--- src/decodeStage_defines.svh ---
`ifndef DECODESTAGE_DEFINES_SVH
`define DECODESTAGE_DEFINES_SVH

// ====================
// Datapath sizes
// ====================
`define XLEN      32
`define REG_COUNT 32

// ====================
// RV32I opcodes
// ====================
`define OP_LOAD   7'b0000011
`define OP_STORE  7'b0100011
`define OP_RTYPE  7'b0110011
`define OP_ITYPE  7'b0010011
`define OP_BRANCH 7'b1100011

// ALU control codes seen by the execute stage
`define ALU_ADD 3'b000
`define ALU_SUB 3'b001
`define ALU_AND 3'b010
`define ALU_OR  3'b011
`define ALU_SLT 3'b101

// ALU operation class from the main decoder
`define ALUOP_MEM    2'b00
`define ALUOP_BRANCH 2'b01
`define ALUOP_FUNCT  2'b10

`endif

--- src/decodePkg.sv ---
`include "decodeStage_defines.svh"

package decodePkg;

    // ====================
    // Instruction word
    // ====================

    // R-type field layout that also gives rs1, rs2 and rd for every format
    typedef struct packed {
        logic [6:0] funct7;
        logic [4:0] rs2;
        logic [4:0] rs1;
        logic [2:0] funct3;
        logic [4:0] rd;
        logic [6:0] opcode;
    } rFieldsT;

    // Store layout where the immediate is split around the register fields
    typedef struct packed {
        logic [6:0] immHi;
        logic [4:0] rs2;
        logic [4:0] rs1;
        logic [2:0] funct3;
        logic [4:0] immLo;
        logic [6:0] opcode;
    } sFieldsT;

    typedef union packed {
        rFieldsT rView;
        sFieldsT sView;
    } instrWord;

    // ====================
    // Control fields
    // ====================
    typedef enum logic [1:0] {
        IMM_I = 2'b00,
        IMM_S = 2'b01,
        IMM_B = 2'b10
    } immSrcT;

    typedef enum logic [2:0] {
        ADD = `ALU_ADD,
        SUB = `ALU_SUB,
        AND = `ALU_AND,
        OR  = `ALU_OR,
        SLT = `ALU_SLT
    } aluCtrlT;

    typedef enum logic [1:0] {
        RES_ALU = 2'b00,
        RES_MEM = 2'b01,
        RES_PC4 = 2'b10  // Reserved for jumps
    } resultSrcT;

endpackage

--- src/ctrlIf.sv ---
`timescale 1ns/1ps

// Control bundle from the decoder to the ID/EX register
interface ctrlIf
    import decodePkg::*;
();
    logic      regWrite;
    logic      aluSrc;
    logic      memWrite;
    logic      branch;
    resultSrcT resultSrc;
    aluCtrlT   aluControl;

    modport source (
        output regWrite,
        output aluSrc,
        output memWrite,
        output branch,
        output resultSrc,
        output aluControl
    );

    modport sink (
        input regWrite,
        input aluSrc,
        input memWrite,
        input branch,
        input resultSrc,
        input aluControl
    );
endinterface

--- src/controlUnit.sv ---
`timescale 1ns/1ps
`include "decodeStage_defines.svh"

module controlUnit
    import decodePkg::*;
(
    input  instrWord instr,
    output immSrcT   immSrc,
    ctrlIf.source    ctrl
);
    logic       regWrite;
    logic       aluSrc;
    logic       memWrite;
    logic       branch;
    resultSrcT  resultSrc;
    logic [1:0] aluOp;
    aluCtrlT    aluControl;
    logic       isSub;

    // ====================
    // Main decoder
    // ====================
    always_comb begin
        regWrite  = 1'b0;
        aluSrc    = 1'b0;
        memWrite  = 1'b0;
        branch    = 1'b0;
        resultSrc = RES_ALU;
        immSrc    = IMM_I;
        aluOp     = `ALUOP_MEM;
        case (instr.rView.opcode)
            `OP_LOAD: begin
                regWrite  = 1'b1;
                aluSrc    = 1'b1;
                resultSrc = RES_MEM;
            end
            `OP_STORE: begin
                aluSrc   = 1'b1;
                memWrite = 1'b1;
                immSrc   = IMM_S;
            end
            `OP_RTYPE: begin
                regWrite = 1'b1;
                aluOp    = `ALUOP_FUNCT;
            end
            `OP_ITYPE: begin
                regWrite = 1'b1;
                aluSrc   = 1'b1;
                aluOp    = `ALUOP_FUNCT;
            end
            `OP_BRANCH: begin
                branch = 1'b1;
                immSrc = IMM_B;
                aluOp  = `ALUOP_BRANCH;  // beq compares by subtraction
            end
            default: begin
                // Unsupported opcode leaves every control at zero
            end
        endcase
    end

    // ====================
    // ALU decoder
    // ====================
    assign isSub = (instr.rView.opcode == `OP_RTYPE) && instr.rView.funct7[5];  // addi never subtracts

    always_comb begin
        case (aluOp)
            `ALUOP_BRANCH: aluControl = SUB;
            `ALUOP_FUNCT: begin
                case (instr.rView.funct3)
                    3'b000:  aluControl = isSub ? SUB : ADD;
                    3'b010:  aluControl = SLT;
                    3'b110:  aluControl = OR;
                    3'b111:  aluControl = AND;
                    default: aluControl = ADD;
                endcase
            end
            default: aluControl = ADD;
        endcase
    end

    assign ctrl.regWrite   = regWrite;
    assign ctrl.aluSrc     = aluSrc;
    assign ctrl.memWrite   = memWrite;
    assign ctrl.branch     = branch;
    assign ctrl.resultSrc  = resultSrc;
    assign ctrl.aluControl = aluControl;
endmodule

--- src/decodeStage.sv ---
`timescale 1ns/1ps
`include "decodeStage_defines.svh"

module decodeStage
    import decodePkg::*;
(
    input  logic             clk,
    input  logic             rst,
    input  logic             flushE,
    input  logic             regWriteW,
    input  logic [4:0]       rdW,
    input  logic [`XLEN-1:0] resultW,
    input  instrWord         instrD,
    input  logic [`XLEN-1:0] pcD,
    input  logic [`XLEN-1:0] pcPlus4D,
    output logic             regWriteE,
    output logic             aluSrcE,
    output logic             memWriteE,
    output logic             branchE,
    output resultSrcT        resultSrcE,
    output aluCtrlT          aluControlE,
    output logic [`XLEN-1:0] rd1E,
    output logic [`XLEN-1:0] rd2E,
    output logic [`XLEN-1:0] immExtE,
    output logic [4:0]       rs1E,
    output logic [4:0]       rs2E,
    output logic [4:0]       rdE,
    output logic [`XLEN-1:0] pcE,
    output logic [`XLEN-1:0] pcPlus4E
);
    immSrcT           immSrcD;
    logic [`XLEN-1:0] rd1D;
    logic [`XLEN-1:0] rd2D;
    logic [`XLEN-1:0] immExtD;

    ctrlIf ctrlD ();

    // ====================
    // Decode
    // ====================
    controlUnit uControl (
        .instr  (instrD),
        .immSrc (immSrcD),
        .ctrl   (ctrlD)
    );

    registerFile uRegFile (
        .clk    (clk),
        .rst    (rst),
        .we     (regWriteW),
        .wAddr  (rdW),
        .wData  (resultW),
        .rAddr1 (instrD.rView.rs1),
        .rAddr2 (instrD.rView.rs2),
        .rData1 (rd1D),
        .rData2 (rd2D)
    );

    immExtend uImm (
        .instr  (instrD),
        .immSrc (immSrcD),
        .immExt (immExtD)
    );

    // ====================
    // ID/EX boundary
    // ====================
    idExRegister uIdEx (
        .clk         (clk),
        .rst         (rst),
        .flush       (flushE),
        .ctrl        (ctrlD),
        .rd1         (rd1D),
        .rd2         (rd2D),
        .immExt      (immExtD),
        .pc          (pcD),
        .pcPlus4     (pcPlus4D),
        .rs1         (instrD.rView.rs1),
        .rs2         (instrD.rView.rs2),
        .rd          (instrD.rView.rd),
        .regWriteE   (regWriteE),
        .aluSrcE     (aluSrcE),
        .memWriteE   (memWriteE),
        .branchE     (branchE),
        .resultSrcE  (resultSrcE),
        .aluControlE (aluControlE),
        .rd1E        (rd1E),
        .rd2E        (rd2E),
        .immExtE     (immExtE),
        .pcE         (pcE),
        .pcPlus4E    (pcPlus4E),
        .rs1E        (rs1E),
        .rs2E        (rs2E),
        .rdE         (rdE)
    );
endmodule

--- src/idExRegister.sv ---
`timescale 1ns/1ps
`include "decodeStage_defines.svh"

module idExRegister
    import decodePkg::*;
(
    input  logic             clk,
    input  logic             rst,
    input  logic             flush,
    ctrlIf.sink              ctrl,
    input  logic [`XLEN-1:0] rd1,
    input  logic [`XLEN-1:0] rd2,
    input  logic [`XLEN-1:0] immExt,
    input  logic [`XLEN-1:0] pc,
    input  logic [`XLEN-1:0] pcPlus4,
    input  logic [4:0]       rs1,
    input  logic [4:0]       rs2,
    input  logic [4:0]       rd,
    output logic             regWriteE,
    output logic             aluSrcE,
    output logic             memWriteE,
    output logic             branchE,
    output resultSrcT        resultSrcE,
    output aluCtrlT          aluControlE,
    output logic [`XLEN-1:0] rd1E,
    output logic [`XLEN-1:0] rd2E,
    output logic [`XLEN-1:0] immExtE,
    output logic [`XLEN-1:0] pcE,
    output logic [`XLEN-1:0] pcPlus4E,
    output logic [4:0]       rs1E,
    output logic [4:0]       rs2E,
    output logic [4:0]       rdE
);
    always_ff @(posedge clk or negedge rst) begin
        if (!rst) begin
            regWriteE   <= 1'b0;
            aluSrcE     <= 1'b0;
            memWriteE   <= 1'b0;
            branchE     <= 1'b0;
            resultSrcE  <= RES_ALU;
            aluControlE <= ADD;
            rd1E        <= '0;
            rd2E        <= '0;
            immExtE     <= '0;
            pcE         <= '0;
            pcPlus4E    <= '0;
            rs1E        <= '0;
            rs2E        <= '0;
            rdE         <= '0;
        end else if (flush) begin  // Bubble with every field cleared
            regWriteE   <= 1'b0;
            aluSrcE     <= 1'b0;
            memWriteE   <= 1'b0;
            branchE     <= 1'b0;
            resultSrcE  <= RES_ALU;
            aluControlE <= ADD;
            rd1E        <= '0;
            rd2E        <= '0;
            immExtE     <= '0;
            pcE         <= '0;
            pcPlus4E    <= '0;
            rs1E        <= '0;
            rs2E        <= '0;
            rdE         <= '0;
        end else begin
            regWriteE   <= ctrl.regWrite;
            aluSrcE     <= ctrl.aluSrc;
            memWriteE   <= ctrl.memWrite;
            branchE     <= ctrl.branch;
            resultSrcE  <= ctrl.resultSrc;
            aluControlE <= ctrl.aluControl;
            rd1E        <= rd1;
            rd2E        <= rd2;
            immExtE     <= immExt;
            pcE         <= pc;
            pcPlus4E    <= pcPlus4;
            rs1E        <= rs1;
            rs2E        <= rs2;
            rdE         <= rd;
        end
    end
endmodule

--- src/immExtend.sv ---
`timescale 1ns/1ps
`include "decodeStage_defines.svh"

module immExtend
    import decodePkg::*;
(
    input  instrWord         instr,
    input  immSrcT           immSrc,
    output logic [`XLEN-1:0] immExt
);
    logic signBit;

    assign signBit = instr.sView.immHi[6];  // Bit 31 in every format

    always_comb begin
        case (immSrc)
            IMM_I: immExt = {{(`XLEN-12){signBit}}, instr.sView.immHi, instr.sView.rs2};
            IMM_S: immExt = {{(`XLEN-12){signBit}}, instr.sView.immHi, instr.sView.immLo};
            IMM_B: begin
                // Branch offset is in halfwords so bit 0 is always clear
                immExt = {{(`XLEN-12){signBit}},
                          instr.sView.immLo[0],
                          instr.sView.immHi[5:0],
                          instr.sView.immLo[4:1],
                          1'b0};
            end
            default: immExt = '0;
        endcase
    end
endmodule

--- src/registerFile.sv ---
`timescale 1ns/1ps
`include "decodeStage_defines.svh"

module registerFile (
    input  logic               clk,
    input  logic               rst,
    input  logic               we,
    input  logic [4:0]         wAddr,
    input  logic [`XLEN-1:0]   wData,
    input  logic [4:0]         rAddr1,
    input  logic [4:0]         rAddr2,
    output logic [`XLEN-1:0]   rData1,
    output logic [`XLEN-1:0]   rData2
);
    logic [`XLEN-1:0] regs [`REG_COUNT];

    // Write port is driven by writeback
    always_ff @(posedge clk or negedge rst) begin
        if (!rst) begin
            for (int i = 0; i < `REG_COUNT; i++) begin
                regs[i] <= '0;
            end
        end else if (we && (wAddr != 5'd0)) begin  // x0 is never written
            regs[wAddr] <= wData;
        end
    end

    // Reads see the stored array only, so a same-cycle write shows up next cycle
    assign rData1 = regs[rAddr1];
    assign rData2 = regs[rAddr2];
endmodule

--- config.mk ---
export PLATFORM = sky130hd
export DESIGN_NAME = decodeStage
export DESIGN_NICKNAME = d
export VERILOG_FILES = /design/src/decodePkg.sv /design/src/ctrlIf.sv /design/src/controlUnit.sv /design/src/decodeStage.sv /design/src/idExRegister.sv /design/src/immExtend.sv /design/src/registerFile.sv
export VERILOG_INCLUDE_DIRS = /design/src
export SDC_FILE = /design/constraint.sdc
export NUM_CORES = 2
export LEC_CHECK = 0
export BUFFER_PORTS_ARGS = -buffer_cell sky130_fd_sc_hd__buf_4
export CAP_MARGIN = 20
export CORE_ASPECT_RATIO = 1.25
export CORE_MARGIN = 2
export CORE_UTILIZATION = 64
export CTS_BUF_LIST = sky130_fd_sc_hd__clkbuf_8
export CTS_CLUSTER_SIZE = 20
export DETAILED_ROUTE_END_ITERATION = 12
export PLACE_DENSITY = 0.83
export SLEW_MARGIN = 20
export SYNTH_ARGS = -nofsm -noshare
export SYNTH_HDL_FRONTEND = slang
export SYNTH_SLANG_ARGS = --single-unit
--- constraint.sdc ---
create_clock -name clk -period 2.16 [get_ports clk]
set_input_delay 0.324 -clock clk [delete_from_list [all_inputs] [get_ports clk]]
set_output_delay 0.324 -clock clk [all_outputs]
set_load 0.02 [all_outputs]
Word level (Yosys, flattened, before mapping)
Cells that the tools add are included.
W data, S select, Z words.
- $lt $le $gt $ge: 4
- equal/unequal tests: 12
- muxes and demuxes: 34
- bitwise logic cells: 3
- reduce and logical (&&, ||, !) cells: 9
- operator list (kind ; count):
    $bwmux W1024 ; 1
    $bmux W32 S5 ; 2
    $mux W32 ; 10
    $demux W32 S5 ; 1
    $pmux W32 S3 ; 1
    $ge A6 B6 Y1 const B ; 3
    $not A5 Y6 ; 3
    $mux W5 ; 3
    $eq A7 B6 Y1 const B ; 2
    $pmux W3 S4 ; 1
    $mux W1 ; 11
    $pmux W2 S2 ; 2
    $eq A7 B2 Y1 const B ; 1
    $eq A7 B5 Y1 const B ; 1
    $eq A7 B7 Y1 const B ; 1
    $eq A3 B3 Y1 const B ; 2
    $lt A6 B1 Y1 const B ; 1
    $pmux W3 S2 ; 1
    $reduce_or A3 Y1 ; 2
    $reduce_bool A5 Y1 ; 1
    $eq A2 B1 Y1 const B ; 2
    $eq A2 B2 Y1 const B ; 2
    $eq A3 B2 Y1 const B ; 1
    $logic_and A1 B1 Y1 ; 3
    other kinds (4) ; 4
- register bits after elaboration: 1207
- bits of input ports: 137
- output and inout port bits: 184
- word-level logic and storage cells: 108

Depth between registers and ports, before layout
- depth after elaboration: 6
- depth in mapped cells: 9
- gate-level depth less buffers: 7

Modules after synthesis
From an unflattened synthesis, not the netlist that was laid out.
- cells, all modules: 5057
- area, all modules: 62282.2 sq um
- by module, submodules not included (module ; instances ; cells each ; area each (sq um) ; sequential area each (sq um)):
    registerFile ; 1 ; 4601 ; 55927.4 ; 25624.6
    idExRegister ; 1 ; 388 ; 5853.1 ; 4604.4
    immExtend ; 1 ; 43 ; 326.6 ; 0.0
    controlUnit ; 1 ; 25 ; 175.2 ; 0.0

Worst setup path before layout
Ideal clock, no wire load.
- path kind: input -> register
- start point: input instrD[21] (netlist bit)
- end point: register uIdEx.rd2E[10]
- setup time: 0.136 ns
- arrival: 1.971 ns
- data required time: 2.024 ns
- path slack: 0.053 ns
- cell stages on the path: 7
- buffers on the path: 3
- cells stage by stage: buf_2 > buf_2 > clkbuf_1 > mux4_2 > mux4_2 > o22ai_1 > nor3_1
- longest elaborated chain between the ends: 5
- RTL lines (element ; line ; RTL):
    from (decl) ; decodeStage.sv:13 ; input instrWord instrD,
    $not A5 Y6 (implied by the code) ; registerFile.sv:30 ; assign rData2 = regs[rAddr2];
    $bmux W32 S5 ; registerFile.sv:30 ;
    $mux W32 (implied by the code) (2 in series) ; registerFile.sv:30 ;
    $mux W32 ; idExRegister.sv:50 ; end else if (flush) begin
    to (signal assigned) ; idExRegister.sv:73 ; rd2E <= rd2;
    to (decl) ; idExRegister.sv:26 ; output logic [`XLEN-1:0] rd2E,
Every way passes these cells. The select of a mux whose other input is x is not followed.
A chain may end at the register's enable or synchronous reset.

Final worst setup path
- start point: input instrD[2] (netlist bit)
- end point: register uIdEx.aluControlE[2]
- longest elaborated chain between the ends: 6
- elaborated cells between the ends (all ways): 9
- those cells by class: eq/ne (5); mux (3); reduce/logical (1)
- RTL lines (element ; line ; RTL):
    $eq A7 B5 Y1 or $eq A7 B6 Y1 (tied branches) ; controlUnit.sv:31 ; case (instr.rView.opcode)
    $reduce_or A2 Y1 (no source line) ; - ;
    $pmux W2 S2 (*) ; controlUnit.sv:31 ;
    $eq A2 B2 Y1 or $eq A2 B1 Y1 (tied branches) ; controlUnit.sv:68 ; case (aluOp)
    $pmux W3 S2 (*) ; controlUnit.sv:68 ;
    $mux W3 (*) ; idExRegister.sv:50 ;
    to (signal assigned) ; idExRegister.sv:71 ; aluControlE <= ctrl.aluControl;
    to (decl) ; idExRegister.sv:24 ; output aluCtrlT aluControlE,
Mark *: on every way between the ends. The rest lies on a longest branch, timed or not.

==> impl.org <==
** Floorplanning
- Horizontal die dimension :: between 200 and 300 um
- Placeable core region :: between 90000 and 100000 sq um
- The die covers between 90000 and 100000 sq um.
- Die height :: 344 um
- Initial Util :: between 60% and 70%
- Row Count :: roughly 120
- 321 I/O pins were placed.

** Logic synthesis
- The synthesized netlist contains 36 unique library cells.
- Proportion of netlist area held by the largest area contributor :: 50.1%
- Total of flip-flops plus latches after synthesis :: 1188
- Counting flops with a built-in enable in the synthesized netlist gives 0.
- Cell area after synthesis :: 59300 sq um
- The most used flip-flop cell after synthesis is sky130_fd_sc_hd__dfrtp_1.
- After synthesis, the cell types taking the most area are sky130_fd_sc_hd__dfrtp_1, sky130_fd_sc_hd__mux2_2, sky130_fd_sc_hd__mux4_2, sky130_fd_sc_hd__mux2i_1, sky130_fd_sc_hd__clkbuf_1.
- Post-Syn Nets :: between 4000 and 5000
- Dominant cell type by area after synthesis :: sky130_fd_sc_hd__dfrtp_1
- Post-Syn Area per Cell :: 15.2 sq um
- Synth Warn # :: 0
- Synthesis handed over a netlist of about 3900 instances.
- Sequential share of the synthesized area :: between 50 and 60%
- Of all flip-flops after synthesis, the portion carrying an async set or reset was between 90% and 100%.

** Layout
- Nets :: about 4600
- Commonest non-fill, non-tap cell in the layout :: sky130_fd_sc_hd__dfrtp_1
- The post-route netlist has ~54% of its cells at a drive strength greater than 1.
- Cell area after layout :: 71000 sq um
- In the layout the commonest cells are sky130_fd_sc_hd__dfrtp_1, sky130_fd_sc_hd__mux2_2, sky130_fd_sc_hd__buf_4.
- Final Non-Filler Cells :: 5779
- From synthesis to final layout, the design area changed by 19.6%.

** Clock network
- CTS clock-pin slew for the worst setup and hold paths :: 0.07 ns
- CTS buffer count :: 182
- Clk sinks :: roughly 1200
- At the later pin of the worst-skew pair, clock insertion delay measures 0.89 ns.
- The H-tree was split into 4 levels.
- Max Root-Sink Buffers :: 3
- Number of buffers added for setup after CTS :: 0
- The root buffer cell chosen for the clock tree is sky130_fd_sc_hd__clkbuf_8.
- TritonCTS clock tree :: built

** Critical path
- Count of buffer and inverter cells on the critical path :: 3
- Data required time at the worst endpoint :: roughly 3 ns
- Grouping stages by cell kind, the critical path spends the most delay in buffers and inverters.
- STA classifies the critical path endpoint as a flip-flop.
- Register-to-register setup slack :: about 0.20 ns
- The slowest stage of the critical path is the sky130_fd_sc_hd__dlygate4sd3_1 cell.
- Largest fanout of any net on the critical path :: 2
- Signal arrival time at the worst endpoint :: between 2 and 3 ns
- Delay of the slowest cell on the worst path :: 0.59 ns
- Counting stages on the worst path, the most repeated cell is sky130_fd_sc_hd__dlygate4sd3_1.
- Startpoint Class :: input pin
- Start-to-end type of the worst setup path :: input pin to flip-flop
- Traced cell by cell, the critical path runs through dlygate4sd3_1 -> buf_4 -> nor4bb_4 -> nand3_2 -> ha_1 -> nor2_1 -> nand3_1 -> nor3_2 -> dlygate4sd3_1.

** Routing
- After detailed routing, the total wire length is around 180000 um.
- The pre-antenna-repair detailed-routing pass consisted of 7 iterations.
- Once detail routing completed, the nets flagged for antenna violations numbered 0.
- Via count :: between 40000 and 50000
- In the routed design, unresolved DRC markers number 0.
- Dividing the detail-routed wire length by the instance count gives between 30 and 40 um.
- Via density per instance :: ~7.0
- The first routing iteration left ~4000 violations.

** Timing
- Worst-Margin Slew :: slightly above 0.8 ns
- Min Tclk post-route :: roughly 2.2 ns
- Setup violations remaining at the end of the flow were counted as 0.
- Worst-case headroom to the max-slew limit :: a little under half
- Based on the critical path, the design can be clocked at up to 464 MHz.
- The count of endpoints failing hold in the final timing report is 0.
- Clk_skew :: ~0.047 ns
- Crit share post-route :: approximately 100%
- In the final timing run, aggregate negative setup slack is 0 ns.
- The total count of max-transition violations in the final report came to 0.

** Pwr
- Pwr Total :: just over 60 mW
- For this design the ratio of total power to cell area is 870 nW/um^2.
- Leakage :: 32.2 nW
- Across the VDD grid, the largest voltage drop is 0.559 mV.

** GRT
- Pin count of the biggest net entering global routing :: 97
- Global-route congestion overflow total :: 0
- First-pass GRT wire length :: around 270000 um
- Global routing usage summed across all routing layers :: 38.9%
- Antenna violations before repair :: 12
- The via count of the first global-routing pass was between 40000 and 50000.

** Job
- Maximum capacitance violations :: 0

** Place
- Port buffer count :: around 320
- Instance count after placement with tap cells included :: between 5000 and 6000
- Routability-driven placement finished with a final weighted congestion of 0.860.
- Dpl hpwl :: 113000 um
- The placed instances occupy a cell area of between 60000 and 70000 sq um.

** Hold path
- The tightest min-delay check is of the input pin to flip-flop type.

** Status
- Run status :: complete, no violations
[worst min-delay path: cells and delay by family]
kind	cells	cell delay, ns
AOI/OAI and AO/OA	1	0.21
and+or+nand+nor	2	0.19
buffers and inverters	1	0.13
[cells in the mapped netlist, types with 2 or more instances]
| library cell | count |
|---|---|
| sky130_fd_sc_hd__a22oi_1 | 128 |
| sky130_fd_sc_hd__ha_1 | 2 |
| sky130_fd_sc_hd__o22ai_1 | 64 |
| sky130_fd_sc_hd__and2_1 | 3 |
| sky130_fd_sc_hd__mux2_2 | 1056 |
| sky130_fd_sc_hd__nor2b_1 | 89 |
| sky130_fd_sc_hd__dfrtp_1 | 1188 |
| sky130_fd_sc_hd__mux2i_1 | 256 |
| sky130_fd_sc_hd__nor3_1 | 69 |
| sky130_fd_sc_hd__mux4_2 | 448 |
| sky130_fd_sc_hd__a21oi_1 | 69 |
| sky130_fd_sc_hd__buf_6 | 2 |
| sky130_fd_sc_hd__nor3b_1 | 5 |
| sky130_fd_sc_hd__inv_1 | 4 |
| sky130_fd_sc_hd__clkbuf_1 | 257 |
| sky130_fd_sc_hd__buf_1 | 60 |
| sky130_fd_sc_hd__or2_2 | 3 |
| sky130_fd_sc_hd__buf_2 | 75 |
| sky130_fd_sc_hd__buf_4 | 54 |
| sky130_fd_sc_hd__clkinv_1 | 2 |
| sky130_fd_sc_hd__nor2_1 | 25 |
| sky130_fd_sc_hd__nand3b_1 | 4 |
| sky130_fd_sc_hd__nand2_1 | 24 |
| sky130_fd_sc_hd__nand3_1 | 8 |
[where the power goes]
| part | switching, mW | internal [mW] |
|---|---|---|
| clock | 9.28 | 10.4 |
| sequential | 3.10 | 26.1 |
| combinational | 5.01 | 7.84 |
[routing by layer]
layer	wire, um	global-route usage, %	part of all wire [%]	vias to the layer above
met4	12600	24.6	6.9	12
met5	83	0	0.045	-
met2	88500	61.6	48	2351
li1	-	-	-	15900
met1	65600	48.7	36	21200
met3	16500	9.56	9.0	744
[flip-flops by register name (all words and copies together), names as in the netlist, 3 cells and up]
signal             flops
uIdEx.aluControlE      3
uIdEx.immExtE         13
uIdEx.pcE             32
uIdEx.pcPlus4E        32
uIdEx.rd1E            32
uIdEx.rd2E            32
uIdEx.rdE              5
uIdEx.rs1E             5
uIdEx.rs2E             5
uRegFile.regs       1024
[what timing repair did]
item                        CTS  global route
hold endpoints to repair   2162             0
setup endpoints to repair    20             3
resized for setup             1             9
pin swaps                     0             3
hold buffers                165             0
[final timing paths]
path                                                 start  cells past startpoint                               to
max                                              instrD[2]                      9   uIdEx.aluControlE[2]$_DFF_PN0_
max in group asynchronous                              rst                      3   uRegFile.regs[947]$_DFFE_PN0P_
max reg2reg                  uRegFile.regs[14]$_DFFE_PN0P_                      5         uIdEx.rd1E[14]$_DFF_PN0_
min                                              instrD[1]                      4       uIdEx.immExtE[0]$_DFF_PN0_
min reg2reg                uRegFile.regs[1003]$_DFFE_PN0P_                      0  uRegFile.regs[1003]$_DFFE_PN0P_
min in group asynchronous                              rst                      3   uRegFile.regs[374]$_DFFE_PN0P_
[stage by stage]
stage | worst slack (ns) | hold WS [ns] | utilization (%)
global route | -0.00180 | -0.00430 | 77.4
CTS | 0.0421 | 0.0181 | 77.3
detailed placement | -0.148 | 0.218 | 71.4
global placement | -0.158 | 0.219 | 71.4
floorplan | 0.0530 | 0.0284 | -
finish | 0.00708 | 0.0198 | 77.4
[cell families (layout without fill, tap and decap cells)]
kind of cell | count (synthesis) | count (layout) | share of synthesized area, %
mux | 1760 | 1760 | 41.4
flops | 1188 | 1188 | 50.1
buf+inv | 454 | 1122 | 3.40
compound gates | 265 | 265 | 2.93
simple gates | 237 | 237 | 2.18
fa+ha+maj | 2 | 2 | 0.0422
other cells | 1 | 8 | 0.00632
[layout make-up]
cell class,instances,area (sq um)
diodes,7,17.5
clock buffers,228,3140
clock inverters,94,651
fillers,5119,20700
inverters,6,22.5
multi-input cells,2265,27900
flip-flops and latches,1188,29700
well taps,1197,1500
repair buffers,794,8050
No activity file was read; power rests on OpenSTA's default activity.
